[src/rtl/spi_pkg.sv]
// spi slave shared definitions

package spi_pkg;

   //##############################
   // command byte
   //##############################

   // opcode in command bits 7..6, 01 is reserved
   typedef enum logic [1:0] {
      cmd_write = 2'b00,  // data bytes go to regfile
      cmd_read  = 2'b10,  // regfile bytes go out on miso
      cmd_fetch = 2'b11   // data bytes build a core packet
   } spi_cmd_t;

   //##############################
   // io engine states
   //##############################

   typedef enum logic [1:0] {
      st_idle = 2'b00,  // ss high
      st_cmd  = 2'b01,  // first byte, opcode + address
      st_data = 2'b10   // data bytes until ss rises
   } spi_state_t;

   //##############################
   // register file
   //##############################

   localparam int ADDR_W = 6;  // 64 registers
   localparam int DATA_W = 8;  // byte wide

   localparam int CFG_ADDR = 0;  // mode register

   // bit positions inside the mode register
   localparam int CFG_CPOL     = 0;
   localparam int CFG_CPHA     = 1;
   localparam int CFG_LSBFIRST = 2;

endpackage

[src/rtl/spi_pin_sync.sv]
// spi pin front end
`timescale 1ns/10ps

module spi_pin_sync (
   input  logic sclk,
   input  logic nreset,
   input  logic spi_sck,
   input  logic spi_ss,
   input  logic spi_mosi,
   input  logic cfg_cpol,
   input  logic cfg_cpha,
   output logic mosi_s,
   output logic selected,
   output logic ss_start,
   output logic ss_end,
   output logic sample,
   output logic shift
);

   logic [1:0] sck_q;     // [1] is the synced level
   logic [1:0] ss_q;
   logic [1:0] mosi_q;
   logic       sck_prev;  // edge register
   logic       ss_prev;
   logic       cpol_q;    // mode held for the whole transaction
   logic       cpha_q;
   logic       sck_rise;
   logic       sck_fall;
   logic       lead_edge;
   logic       trail_edge;
   logic       ss_fall;
   logic       ss_rise;

   assign sck_rise   = sck_q[1] & ~sck_prev;
   assign sck_fall   = ~sck_q[1] & sck_prev;
   assign ss_fall    = ss_prev & ~ss_q[1];
   assign ss_rise    = ~ss_prev & ss_q[1];
   assign lead_edge  = cpol_q ? sck_fall : sck_rise;  // first edge out of idle
   assign trail_edge = cpol_q ? sck_rise : sck_fall;
   assign mosi_s     = mosi_q[1];

   always_ff @(posedge sclk or negedge nreset) begin
      if (!nreset) begin
         sck_q    <= '0;
         ss_q     <= 2'b11;  // deselected
         mosi_q   <= '0;
         sck_prev <= 1'b0;
         ss_prev  <= 1'b1;
         cpol_q   <= 1'b0;
         cpha_q   <= 1'b0;
         selected <= 1'b0;
         ss_start <= 1'b0;
         ss_end   <= 1'b0;
         sample   <= 1'b0;
         shift    <= 1'b0;
      end else begin
         sck_q    <= {sck_q[0], spi_sck};   // two flop sync
         ss_q     <= {ss_q[0], spi_ss};
         mosi_q   <= {mosi_q[0], spi_mosi};
         sck_prev <= sck_q[1];
         ss_prev  <= ss_q[1];
         if (ss_fall) begin
            cpol_q <= cfg_cpol;  // config writes wait for next select
            cpha_q <= cfg_cpha;
         end
         // strobes are registered, 3 cycles after the pin edge
         selected <= ~ss_q[1];
         ss_start <= ss_fall;
         ss_end   <= ss_rise;
         sample   <= ~ss_q[1] & (cpha_q ? trail_edge : lead_edge);
         shift    <= ~ss_q[1] & (cpha_q ? lead_edge : trail_edge);
      end
   end

   // one sck edge per strobe, never both
   a_strobe_excl: assert property (@(posedge sclk) disable iff (!nreset)
      !(sample && shift));

endmodule

[src/rtl/spi_regfile.sv]
// spi register file, 64 x 8
`timescale 1ns/10ps

module spi_regfile (
   input  logic                       sclk,
   input  logic                       nreset,
   input  logic [spi_pkg::ADDR_W-1:0] reg_addr,
   input  logic [spi_pkg::DATA_W-1:0] reg_wdata,
   input  logic                       reg_write,
   output logic [spi_pkg::DATA_W-1:0] reg_rdata,
   output logic                       cfg_cpol,
   output logic                       cfg_cpha,
   output logic                       cfg_lsbfirst
);

   localparam int DEPTH = 2 ** spi_pkg::ADDR_W;

   logic [spi_pkg::DATA_W-1:0] mem [DEPTH];
   logic [spi_pkg::DATA_W-1:0] cfg_reg;  // register 0 view

   //##############################
   // storage
   //##############################

   always_ff @(posedge sclk or negedge nreset) begin
      if (!nreset) begin
         for (int i = 0; i < DEPTH; i++) begin
            mem[i] <= '0;  // mode 0, msb first after reset
         end
      end else if (reg_write) begin
         mem[reg_addr] <= reg_wdata;
      end
   end

   // combinational read, io engine loads tx in the same cycle
   assign reg_rdata = mem[reg_addr];

   //##############################
   // config decode
   //##############################

   assign cfg_reg = mem[spi_pkg::CFG_ADDR];

   // upper bits are plain storage
   assign cfg_cpol     = cfg_reg[spi_pkg::CFG_CPOL];
   assign cfg_cpha     = cfg_reg[spi_pkg::CFG_CPHA];
   assign cfg_lsbfirst = cfg_reg[spi_pkg::CFG_LSBFIRST];

endmodule

[src/rtl/spi_slave_io.sv]
// spi slave io engine
// command fsm, shifters, regfile strobes, core fetch
`timescale 1ns/10ps

module spi_slave_io #(
   parameter int PW = 104  // fetch packet width
) (
   input  logic                       sclk,
   input  logic                       nreset,
   input  logic                       mosi_s,
   input  logic                       selected,
   input  logic                       ss_start,
   input  logic                       ss_end,
   input  logic                       sample,
   input  logic                       shift,
   input  logic                       cfg_lsbfirst,
   input  logic [spi_pkg::DATA_W-1:0] reg_rdata,
   input  logic                       wait_in,
   output logic                       spi_miso,
   output logic [spi_pkg::ADDR_W-1:0] reg_addr,
   output logic [spi_pkg::DATA_W-1:0] reg_wdata,
   output logic                       reg_write,
   output logic                       access_out,
   output logic [PW-1:0]              packet_out
);

   spi_pkg::spi_state_t        state;
   spi_pkg::spi_cmd_t          cmd_op;     // opcode of current transaction
   spi_pkg::spi_cmd_t          load_op;    // opcode seen by the tx load
   logic [2:0]                 bit_cnt;
   logic [spi_pkg::DATA_W-2:0] rx_sh;      // first 7 bits of a byte
   logic [spi_pkg::DATA_W-1:0] rx_byte;
   logic                       byte_end;
   logic                       lsb_q;
   logic [spi_pkg::DATA_W-1:0] cmd_q;      // opcode + address pointer
   logic [spi_pkg::ADDR_W-1:0] wr_addr_q;  // address of byte being written
   logic [spi_pkg::DATA_W-1:0] tx_sh;
   logic                       miso_q;
   logic [PW-1:0]              pkt_sh;
   logic                       fetch_bit;
   logic                       fetch_pend;
   logic                       fetch_load;

   //##############################
   // receive
   //##############################

   // last bit comes straight from mosi_s
   assign rx_byte  = lsb_q ? {mosi_s, rx_sh} : {rx_sh, mosi_s};
   assign byte_end = sample && (bit_cnt == 3'd7) && (state != spi_pkg::st_idle);
   assign cmd_op   = spi_pkg::spi_cmd_t'(cmd_q[7:6]);

   always_ff @(posedge sclk or negedge nreset) begin
      if (!nreset) begin
         state <= spi_pkg::st_idle;
      end else if (ss_end) begin
         state <= spi_pkg::st_idle;
      end else begin
         case (state)
            spi_pkg::st_idle: begin
               if (ss_start) begin
                  state <= spi_pkg::st_cmd;
               end
            end
            spi_pkg::st_cmd: begin
               if (byte_end) begin
                  state <= spi_pkg::st_data;  // command byte in
               end
            end
            default: state <= state;  // data until ss_end
         endcase
      end
   end

   always_ff @(posedge sclk or negedge nreset) begin
      if (!nreset) begin
         bit_cnt <= '0;
         lsb_q   <= 1'b0;
         cmd_q   <= '0;
      end else if (ss_start) begin
         bit_cnt <= '0;
         lsb_q   <= cfg_lsbfirst;  // bit order fixed per transaction
      end else begin
         if (sample) begin
            bit_cnt <= bit_cnt + 3'd1;  // wraps every byte
         end
         if (byte_end && state == spi_pkg::st_cmd) begin
            cmd_q <= rx_byte;
         end else if (byte_end) begin
            cmd_q[spi_pkg::ADDR_W-1:0] <= cmd_q[spi_pkg::ADDR_W-1:0] + 1'b1;  // auto inc
         end
      end
   end

   always_ff @(posedge sclk) begin
      if (sample) begin
         if (lsb_q) begin
            rx_sh <= {mosi_s, rx_sh[spi_pkg::DATA_W-2:1]};
         end else begin
            rx_sh <= {rx_sh[spi_pkg::DATA_W-3:0], mosi_s};
         end
      end
      if (byte_end) begin
         reg_wdata <= rx_byte;
         wr_addr_q <= cmd_q[spi_pkg::ADDR_W-1:0];  // pointer before increment
      end
   end

   //##############################
   // register file port
   //##############################

   always_ff @(posedge sclk or negedge nreset) begin
      if (!nreset) begin
         reg_write <= 1'b0;
      end else begin
         reg_write <= byte_end && (state == spi_pkg::st_data) &&
                      (cmd_op == spi_pkg::cmd_write);
      end
   end

   // write slot uses the held address, otherwise look one byte ahead
   always_comb begin
      if (reg_write) begin
         reg_addr = wr_addr_q;
      end else if (state == spi_pkg::st_cmd) begin
         reg_addr = rx_byte[spi_pkg::ADDR_W-1:0];  // address field just received
      end else begin
         reg_addr = cmd_q[spi_pkg::ADDR_W-1:0] + 1'b1;
      end
   end

   //##############################
   // transmit
   //##############################

   assign load_op  = (state == spi_pkg::st_cmd) ? spi_pkg::spi_cmd_t'(rx_byte[7:6]) : cmd_op;
   assign spi_miso = miso_q;

   always_ff @(posedge sclk or negedge nreset) begin
      if (!nreset) begin
         tx_sh  <= '0;
         miso_q <= 1'b0;
      end else if (ss_start || ss_end) begin
         tx_sh  <= '0;  // first byte sends zeros
         miso_q <= 1'b0;
      end else if (byte_end) begin
         tx_sh <= (load_op == spi_pkg::cmd_read) ? reg_rdata : '0;
      end else if (shift) begin
         miso_q <= lsb_q ? tx_sh[0] : tx_sh[spi_pkg::DATA_W-1];
         if (lsb_q) begin
            tx_sh <= {1'b0, tx_sh[spi_pkg::DATA_W-1:1]};
         end else begin
            tx_sh <= {tx_sh[spi_pkg::DATA_W-2:0], 1'b0};
         end
      end
   end

   //##############################
   // fetch packet to core
   //##############################

   assign fetch_bit  = sample && (state == spi_pkg::st_data) && (cmd_op == spi_pkg::cmd_fetch);
   assign fetch_load = fetch_pend && (!access_out || !wait_in);  // else dropped

   // msb first shifts left, lsb first fills from the top
   always_ff @(posedge sclk) begin
      if (ss_start) begin
         pkt_sh <= '0;
      end else if (fetch_bit) begin
         if (lsb_q) begin
            pkt_sh <= {mosi_s, pkt_sh[PW-1:1]};
         end else begin
            pkt_sh <= {pkt_sh[PW-2:0], mosi_s};
         end
      end
   end

   always_ff @(posedge sclk or negedge nreset) begin
      if (!nreset) begin
         fetch_pend <= 1'b0;
         access_out <= 1'b0;
      end else begin
         fetch_pend <= ss_end && (state == spi_pkg::st_data) && (cmd_op == spi_pkg::cmd_fetch);
         if (fetch_load) begin
            access_out <= 1'b1;
         end else if (access_out && !wait_in) begin
            access_out <= 1'b0;  // accepted by core
         end
      end
   end

   always_ff @(posedge sclk) begin
      if (fetch_load) begin
         packet_out <= pkt_sh;
      end
   end

   // regfile writes only from a write transaction's data phase
   a_write_op: assert property (@(posedge sclk) disable iff (!nreset)
      reg_write |-> (state == spi_pkg::st_data) && (cmd_op == spi_pkg::cmd_write));

   // held packet survives back-pressure
   a_pkt_hold: assert property (@(posedge sclk) disable iff (!nreset)
      access_out && wait_in |=> access_out && $stable(packet_out));

   // fsm leaves idle together with the select
   a_sel: assert property (@(posedge sclk) disable iff (!nreset)
      selected && !ss_start |-> (state != spi_pkg::st_idle));

endmodule

[src/rtl/spi_slave.sv]
// spi slave top level
`timescale 1ns/10ps

module spi_slave #(
   parameter int PW = 104  // fetch packet width
) (
   input  logic          sclk,
   input  logic          nreset,
   input  logic          spi_sck,
   input  logic          spi_ss,      // active low
   input  logic          spi_mosi,
   output logic          spi_miso,
   input  logic          wait_in,     // core back-pressure
   output logic          access_out,
   output logic [PW-1:0] packet_out
);

   logic                       mosi_s;
   logic                       selected;
   logic                       ss_start;
   logic                       ss_end;
   logic                       sample;
   logic                       shift;
   logic                       cfg_cpol;
   logic                       cfg_cpha;
   logic                       cfg_lsbfirst;
   logic [spi_pkg::ADDR_W-1:0] reg_addr;
   logic [spi_pkg::DATA_W-1:0] reg_wdata;
   logic [spi_pkg::DATA_W-1:0] reg_rdata;
   logic                       reg_write;

   //##############################
   // pin front end
   //##############################

   spi_pin_sync u_pin_sync (
      .sclk     (sclk),
      .nreset   (nreset),
      .spi_sck  (spi_sck),
      .spi_ss   (spi_ss),
      .spi_mosi (spi_mosi),
      .cfg_cpol (cfg_cpol),
      .cfg_cpha (cfg_cpha),
      .mosi_s   (mosi_s),
      .selected (selected),
      .ss_start (ss_start),
      .ss_end   (ss_end),
      .sample   (sample),
      .shift    (shift)
   );

   //##############################
   // io engine + regfile
   //##############################

   spi_slave_io #(
      .PW (PW)
   ) u_io (
      .sclk         (sclk),
      .nreset       (nreset),
      .mosi_s       (mosi_s),
      .selected     (selected),
      .ss_start     (ss_start),
      .ss_end       (ss_end),
      .sample       (sample),
      .shift        (shift),
      .cfg_lsbfirst (cfg_lsbfirst),
      .reg_rdata    (reg_rdata),
      .wait_in      (wait_in),
      .spi_miso     (spi_miso),
      .reg_addr     (reg_addr),
      .reg_wdata    (reg_wdata),
      .reg_write    (reg_write),
      .access_out   (access_out),
      .packet_out   (packet_out)
   );

   spi_regfile u_regfile (
      .sclk         (sclk),
      .nreset       (nreset),
      .reg_addr     (reg_addr),
      .reg_wdata    (reg_wdata),
      .reg_write    (reg_write),
      .reg_rdata    (reg_rdata),
      .cfg_cpol     (cfg_cpol),   // mode bits to the front end
      .cfg_cpha     (cfg_cpha),
      .cfg_lsbfirst (cfg_lsbfirst)
   );

endmodule

[config.mk]
export PLATFORM = sky130hd
export DESIGN_NAME = spi_slave
export DESIGN_NICKNAME = d
export VERILOG_FILES = /design/src/rtl/spi_pkg.sv /design/src/rtl/spi_pin_sync.sv /design/src/rtl/spi_regfile.sv /design/src/rtl/spi_slave_io.sv /design/src/rtl/spi_slave.sv
export SDC_FILE = /design/constraint.sdc
export NUM_CORES = 1
export LEC_CHECK = 0
export BUFFER_PORTS_ARGS = -buffer_cell sky130_fd_sc_hd__buf_4
export CORE_MARGIN = 5
export CORE_UTILIZATION = 40
export CTS_CLUSTER_SIZE = 12
export DETAILED_ROUTE_END_ITERATION = 8
export SETUP_SLACK_MARGIN = 0.3
export SKIP_LAST_GASP = 1
export SLEW_MARGIN = 25
export SYNTH_ARGS = -nofsm -noshare
export SYNTH_HDL_FRONTEND = slang
export SYNTH_SLANG_ARGS = --single-unit
export TNS_END_PERCENT = 100
[constraint.sdc]
create_clock -name sclk -period 22.7 [get_ports sclk]
set_clock_uncertainty 0.15 [all_clocks]
set_input_delay 2.27 -clock sclk [delete_from_list [all_inputs] [get_ports sclk]]
set_output_delay 2.27 -clock sclk [all_outputs]
set_load 0.02 [all_outputs]
# Word level (Yosys, flattened, before mapping)
# Cells that the tools add are included.
[totals]
out_inout_bits = 106
input_bits = 6
ff_bits = 781
wordCells = 178
[op_classes]
n_eq_ne = 8
reduce_logical = 29
mux = 35
n_lt_le_gt_ge = 2
n_bitwise = 12
addsub = 2
[op_table]
columns = ["cell", "n"]
rows = [
  ["bitwise mux 512 bit", 1],
  ["2-to-1 mux 104 bit", 1],
  ["2-to-1 mux 8 bit", 9],
  ["binary-select mux 8 bit (select 6 bit)", 1],
  ["demux 8 bit (select 6 bit)", 1],
  ["2-to-1 mux 6 bit", 4],
  ["logical AND 1 bit", 12],
  ["2-to-1 mux 1 bit", 10],
  ["nonzero test 2 bit", 5],
  ["2-to-1 mux 2 bit", 4],
  [">= comparator 7 bit, second input constant", 1],
  ["less-than comparator 7 x 1 -> 1 bit, second input constant", 1],
  ["2-to-1 mux 7 bit", 1],
  ["inverter 6 -> 7 bit", 1],
  ["adder 6 x 1 -> 6 bit, second input constant", 1],
  ["AND 1 bit", 6],
  ["equality test 2 bit, second input constant", 3],
  ["2-to-1 mux 3 bit", 2],
  ["AND reduction 2 bit", 3],
  ["nonzero test 3 bit", 2],
  ["inverter 1 bit", 5],
  ["logical NOT 2 bit", 2],
  ["case mux 2 bit (2 select lines)", 1],
  ["adder 3 x 1 -> 3 bit, second input constant", 1],
  ["8 further kinds", 10],
]

# Logic depth before layout (Yosys ltp)
[logic_depth]
depth_word = 10
depth_mapped = 14

# Cells and area by module
# A second synthesis with hierarchy kept.
[hier_totals]
hier_cells = 2556
area_unflattened_um2 = 34187.8
[by_module_without_submodules]
columns = ["mod", "seq_area_each_um2", "instances", "cells_each", "area_each_um2"]
rows = [
  ["spi_regfile", 12812.3, 1, 1751, 23699.0],
  ["spi_slave_io", 6486.2, 1, 780, 10024.6],
  ["spi_pin_sync", 379.1, 1, 25, 464.2],
]

# Worst setup path before layout
# OpenSTA, ideal clock, no wires.
[synth_timing]
path_type = "in2reg"
start = "input port wait_in"
end = "register u_io.packet_out[0] (enable)"
cell_stages = 1
t_arrival_ns = 9.769
path_slack_ns = 12.055
required_time_ns = 21.824
cell_sequence = "a21boi_0"
[synth_via]
elab_chain_len = 3
[synth_rtl]
columns = ["element", "line_no", "text"]
rows = [
  ["start: declaration", "spi_slave.sv:13", "input logic wait_in,"],
  ["logical NOT 1 bit", "spi_slave_io.sv:164", "assign fetch_load = fetch_pend && (!access_out || !wait_in);"],
  ["logical OR 1 bit", "spi_slave_io.sv:164", ""],
  ["logical AND 1 bit", "spi_slave_io.sv:164", ""],
  ["end signal: assignment", "spi_slave_io.sv:195", "packet_out <= pkt_sh;"],
  ["end: declaration", "spi_slave_io.sv:24", "output logic [PW-1:0] packet_out"],
]
# No other way between the ends.
# A chain may end at the register's enable or synchronous reset.

# Worst setup path after layout
[layout_timing]
start = "register u_io.reg_write"
end = "register u_io.tx_sh[5] (netlist name)"
[layout_via]
elab_chain_len = 8
[layout_rtl]
columns = ["element", "line_no", "text"]
rows = [
  ["start: declaration", "spi_slave_io.sv:22", "output logic reg_write,"],
  ["start signal: assignment", "spi_slave_io.sv:117", "reg_write <= byte_end && (state == spi_pkg::st_data) &&"],
  ["2-to-1 mux 6 bit", "spi_slave_io.sv:124", "if (reg_write) begin"],
  ["inverter 6 -> 7 bit (implied by the code)", "spi_regfile.sv:36", "assign reg_rdata = mem[reg_addr];"],
  ["binary-select mux 8 bit (select 6 bit)", "spi_regfile.sv:36", ""],
  ["2-to-1 mux 8 bit (implied by the code) (2 in series)", "spi_regfile.sv:36", ""],
  ["2-to-1 mux 8 bit", "spi_slave_io.sv:148", "tx_sh <= (load_op == spi_pkg::cmd_read) ? reg_rdata : '0;"],
  ["2-to-1 mux 8 bit", "spi_slave_io.sv:147", "end else if (byte_end) begin"],
  ["2-to-1 mux 8 bit", "spi_slave_io.sv:144", "end else if (ss_start || ss_end) begin"],
  ["end signal: assignment", "spi_slave_io.sv:148", ""],
  ["end signal: assignment", "spi_slave_io.sv:152", "tx_sh <= {1'b0, tx_sh[spi_pkg::DATA_W-1:1]};"],
  ["end signal: assignment", "spi_slave_io.sv:154", "tx_sh <= {tx_sh[spi_pkg::DATA_W-2:0], 1'b0};"],
  ["end: declaration", "spi_slave_io.sv:37", "logic [spi_pkg::DATA_W-1:0] tx_sh;"],
]
# No other way between the ends. The select of a mux whose other input is x is not followed.

==> results.rst <==
.. list-table::
   :header-rows: 1

   * - Metric
     - Value
   * - Buffers from clock root to sink, at most
     - 3
   * - Starting density of the core
     - 0.4029
   * - Largest family of logic cells by synthesized area
     - multiplexers
   * - Xor/xnor share of the synthesized area
     - 0.0007518
   * - Leakage
     - 0.01636 uW
   * - Util after Layout
     - 0.4538
   * - CP cell instances
     - nor3b_2 -> a221o_4 -> buf_12 -> buf_4 -> nand2_1 -> and3_1 -> a311oi_1 -> a311oi_1 -> or4_1 -> o21ai_1
   * - Routed Wire Length
     - 90,090 um
   * - Die Wd
     - 305.6 um
   * - Cell accounting for the most synthesized area
     - sky130_fd_sc_hd__dfrtp_1
   * - Critical Path End Type
     - flip-flop
   * - Area fraction of the dominant cell type after synthesis
     - 0.3931
   * - Fillers
     - 8,048
   * - Peak per-stage delay on the critical path
     - 0.70 ns
   * - Setup repair after global routing missed its margin
     - false
   * - Routed Antenna Nets
     - 0
   * - Floorplan Core Area
     - 86,750 sq um
   * - Number of endpoints failing setup at the final stage
     - 0
   * - Initial antenna violation count
     - 1
   * - Sequential-to-total area share from yosys stat
     - 0.5623
   * - Routability congestion estimate from global placement
     - 0.8155
   * - Gr usage total
     - 0.1889
   * - Synth-to-Final Area Change
     - 12.65%
   * - Final worst path period need
     - 4.953 ns
   * - Design Area, Final
     - 39,370 sq um
   * - Vias after detailed routing
     - 23,380
   * - Clock tree from TritonCTS
     - yes
   * - Clock tree sinks
     - 781
   * - Slowest library cell on the worst path
     - sky130_fd_sc_hd__buf_4
   * - Worst-case vdd ir drop
     - 0.00006712 V
   * - Crit Path Max Fanout
     - 157
   * - Async SR Flop Fraction
     - 0.7068
   * - Max-slew violation count
     - 0
   * - Mapped cell area
     - 34,950 sq um
   * - Worst path most repeated cell
     - sky130_fd_sc_hd__a311oi_1
   * - Startpoint kind of the worst setup timing path
     - flip-flop
   * - DRC violation count after routing
     - 0
   * - Die footprint
     - 93,390 sq um
   * - Crit path required time
     - 23.11 ns
   * - Registers with the highest flip-flop counts
     - u_regfile.mem: 504 flops, u_io.packet_out: 104 flops, u_io.pkt_sh: 104 flops
   * - Main synth FF type
     - sky130_fd_sc_hd__dfrtp_1
   * - Simple-gate portion of the synthesized area
     - 0.1367
   * - Class of the tightest hold or removal check
     - reg -> reg
   * - DRC marker count from the first detailed-route iteration
     - 1,714
   * - Sum of negative setup slack
     - 0 ns
   * - H-tree depth
     - 3
   * - Number of synthesized flops with an enable pin
     - 125
   * - Synth warnings
     - 0
   * - # hold bufs at CTS
     - 0
   * - Total power density per cell area
     - 75.67 nW/um^2
   * - Gate count of the mapped netlist
     - 3,020
   * - Cell Rows
     - 108
   * - Maximum Capacitance Violations
     - 0
   * - Wire length of the first global-routing pass
     - 142,000 um
   * - HPWL Detailed
     - 52,670 um
   * - Routed via count divided by cell count
     - 5.494
   * - Share of the cycle needed by the critical path after routing
     - 0.2182
   * - Vias in the first global route
     - 23,040
   * - Final hold viol count
     - 0
   * - Mean cell area of the mapped netlist
     - 11.57 sq um
   * - Clk pin slew, worst setup/hold paths
     - 0.06 ns
   * - Source-to-sink clock delay at the later pin of the worst-skew pair
     - 0.65 ns
   * - Synth area leaders
     - sky130_fd_sc_hd__dfrtp_1, sky130_fd_sc_hd__mux2_2, sky130_fd_sc_hd__edfxtp_1
   * - Arrival time reported for the critical path endpoint
     - 5.36 ns
   * - Total setup buffers inserted after CTS
     - 0
   * - Number of iterations in the first detailed-routing pass
     - 5
   * - Critical path type
     - reg -> reg
   * - Headroom to the max-slew limit
     - 0.2069
   * - Post-synthesis adder-cell area fraction
     - 0.001074
   * - I/O pin total
     - 112
   * - Share of the synthesized area in compound gates (AO/OA/AOI/OAI)
     - 0.06286
   * - Average wire per standard cell
     - 21.17 um
   * - Run status
     - complete, no violations
   * - Gr ovfl total
     - 0
   * - Placement Cell Area
     - 36,620 sq um
   * - Share of cell area taken by muxes after synthesis
     - 0.2057
   * - Transition time of the tightest slew-check pin
     - 1.183 ns
   * - Resize count post-CTS
     - 0
   * - Share of post-route cells with drive strength above 1
     - 0.2801
   * - Number of synthesized register bits
     - 781
   * - Number of flip-flops under the largest register name
     - 504
   * - Port Buffer Count
     - 111
   * - Net Count, Synth
     - 3,029
   * - Die H
     - 305.6 um
   * - Buffer cell driving the clock tree root
     - sky130_fd_sc_hd__clkbuf_16
   * - Number of buffers inserted during clock tree synthesis
     - 84
   * - Hold Slack
     - 0.1965 ns
   * - Count of unique library cells instantiated by Yosys
     - 74
   * - Most flops, register
     - u_regfile.mem
   * - Maximum clock frequency
     - 201.9 MHz
   * - Largest net degree at the start of global routing
     - 209
   * - Final Total Pwr
     - 2979 uW
   * - Fin nets
     - 3,039
[through the flow]
stage | setup WS, ns | instances
4_1_cts | 17.73 | 4252
3_3_place_gp | 17.74 | 4096
5_1_grt | 17.48 | 4255
2_1_floorplan | 12.06 | 3020
6_report | 17.75 | 4255
3_5_place_dp | 17.76 | 4097
[placed cells by master (no fill, tap or decap), drive strengths merged, types with 22 or more instances in the layout]
cell and count:
nand2 536, o21ai 22, nand3 243, a21oi 64
buf 151, mux2 525, edfxtp 125, and3 23
dfxtp 104, a211oi 136, a31oi 23, mux2i 127
dfrtp 549, clkbuf 130, nor2 159
[cell families (layout without fill, tap and decap cells)]
logic type | after synthesis | after routing
muxes | 652 | 652
DFF | 781 | 781
adders and majority gates | 3 | 3
xor gates and xnor gates | 3 | 3
buffers and inverters | 235 | 314
and+or+nand+nor | 1035 | 1035
other | 0 | 1
AOI/OAI and AO/OA | 311 | 311
[critical path, delay by kind of cell (launching register included)]
family	cells	cell delay (ns)
flip-flops	1	0.67
buffers and inverters	2	1.25
AO/OA/AOI/OAI	4	1.03
AND/OR/NAND/NOR	4	1.53
[cell type report]
type,instances,area [sq um],area share
inverters,8,30.03,0.0007627
clock inverters,25,272.8,0.006928
diodes,1,2.502,0.00006356
repair buffers,151,1246,0.03165
clock buffers,130,2415,0.06133
well taps,1155,1445,0.03671
multi-input cells,2004,14300,0.3632
flip-flops and latches,781,19660,0.4993
[metal layers]
metal,vias up,part of all wire,global-route usage
li1,10780,-,-
met1,11910,0.46,0.2722
met2,551,0.46,0.2989
met3,134,0.052,0.03185
met4,0,0.024,0.04984
met5,-,0,0
[final timing paths]
| check | startpoint | to | slack [ns] | depth (start not counted) |
|---|---|---|---|---|
| max reg2reg | u_io.reg_write | u_io.tx_sh[5] | 17.75 | 10 |
| min in group asynchronous | nreset | u_regfile.mem[375] | 1.34 | 1 |
| max | u_io.reg_write | u_io.tx_sh[5] | 17.75 | 10 |
| min reg2reg | u_pin_sync.sck_q[0] | u_pin_sync.sck_q[1] | 0.20 | 0 |
| min | u_pin_sync.sck_q[0] | u_pin_sync.sck_q[1] | 0.20 | 0 |
| max in group asynchronous | nreset | u_regfile.mem[432] | 18.63 | 4 |
[report_power, final]
part / switching (uW) / internal, uW
clock network: 579 / 754
registers: 3.79 / 1420
logic: 179 / 44.6
[cells in the mapped netlist, types with 8 or more instances]
cell / instances
sky130_fd_sc_hd__a211oi_1: 136
sky130_fd_sc_hd__a21oi_1: 63
sky130_fd_sc_hd__a311oi_1: 19
sky130_fd_sc_hd__a31oi_1: 23
sky130_fd_sc_hd__and2_1: 9
sky130_fd_sc_hd__and3_1: 23
sky130_fd_sc_hd__buf_1: 28
sky130_fd_sc_hd__buf_2: 75
sky130_fd_sc_hd__buf_4: 21
sky130_fd_sc_hd__clkbuf_1: 101
sky130_fd_sc_hd__dfrtp_1: 549
sky130_fd_sc_hd__dfxtp_1: 104
sky130_fd_sc_hd__edfxtp_1: 125
sky130_fd_sc_hd__inv_1: 8
sky130_fd_sc_hd__mux2_1: 8
sky130_fd_sc_hd__mux2_2: 515
sky130_fd_sc_hd__mux2i_1: 127
sky130_fd_sc_hd__nand2_1: 532
sky130_fd_sc_hd__nand2b_1: 9
sky130_fd_sc_hd__nand3_1: 235
sky130_fd_sc_hd__nand4_1: 11
sky130_fd_sc_hd__nor2_1: 125
sky130_fd_sc_hd__nor2_2: 14
sky130_fd_sc_hd__nor2_4: 20
sky130_fd_sc_hd__nor3_1: 8
sky130_fd_sc_hd__o21ai_0: 21
Power figures use the tool's default switching activity.
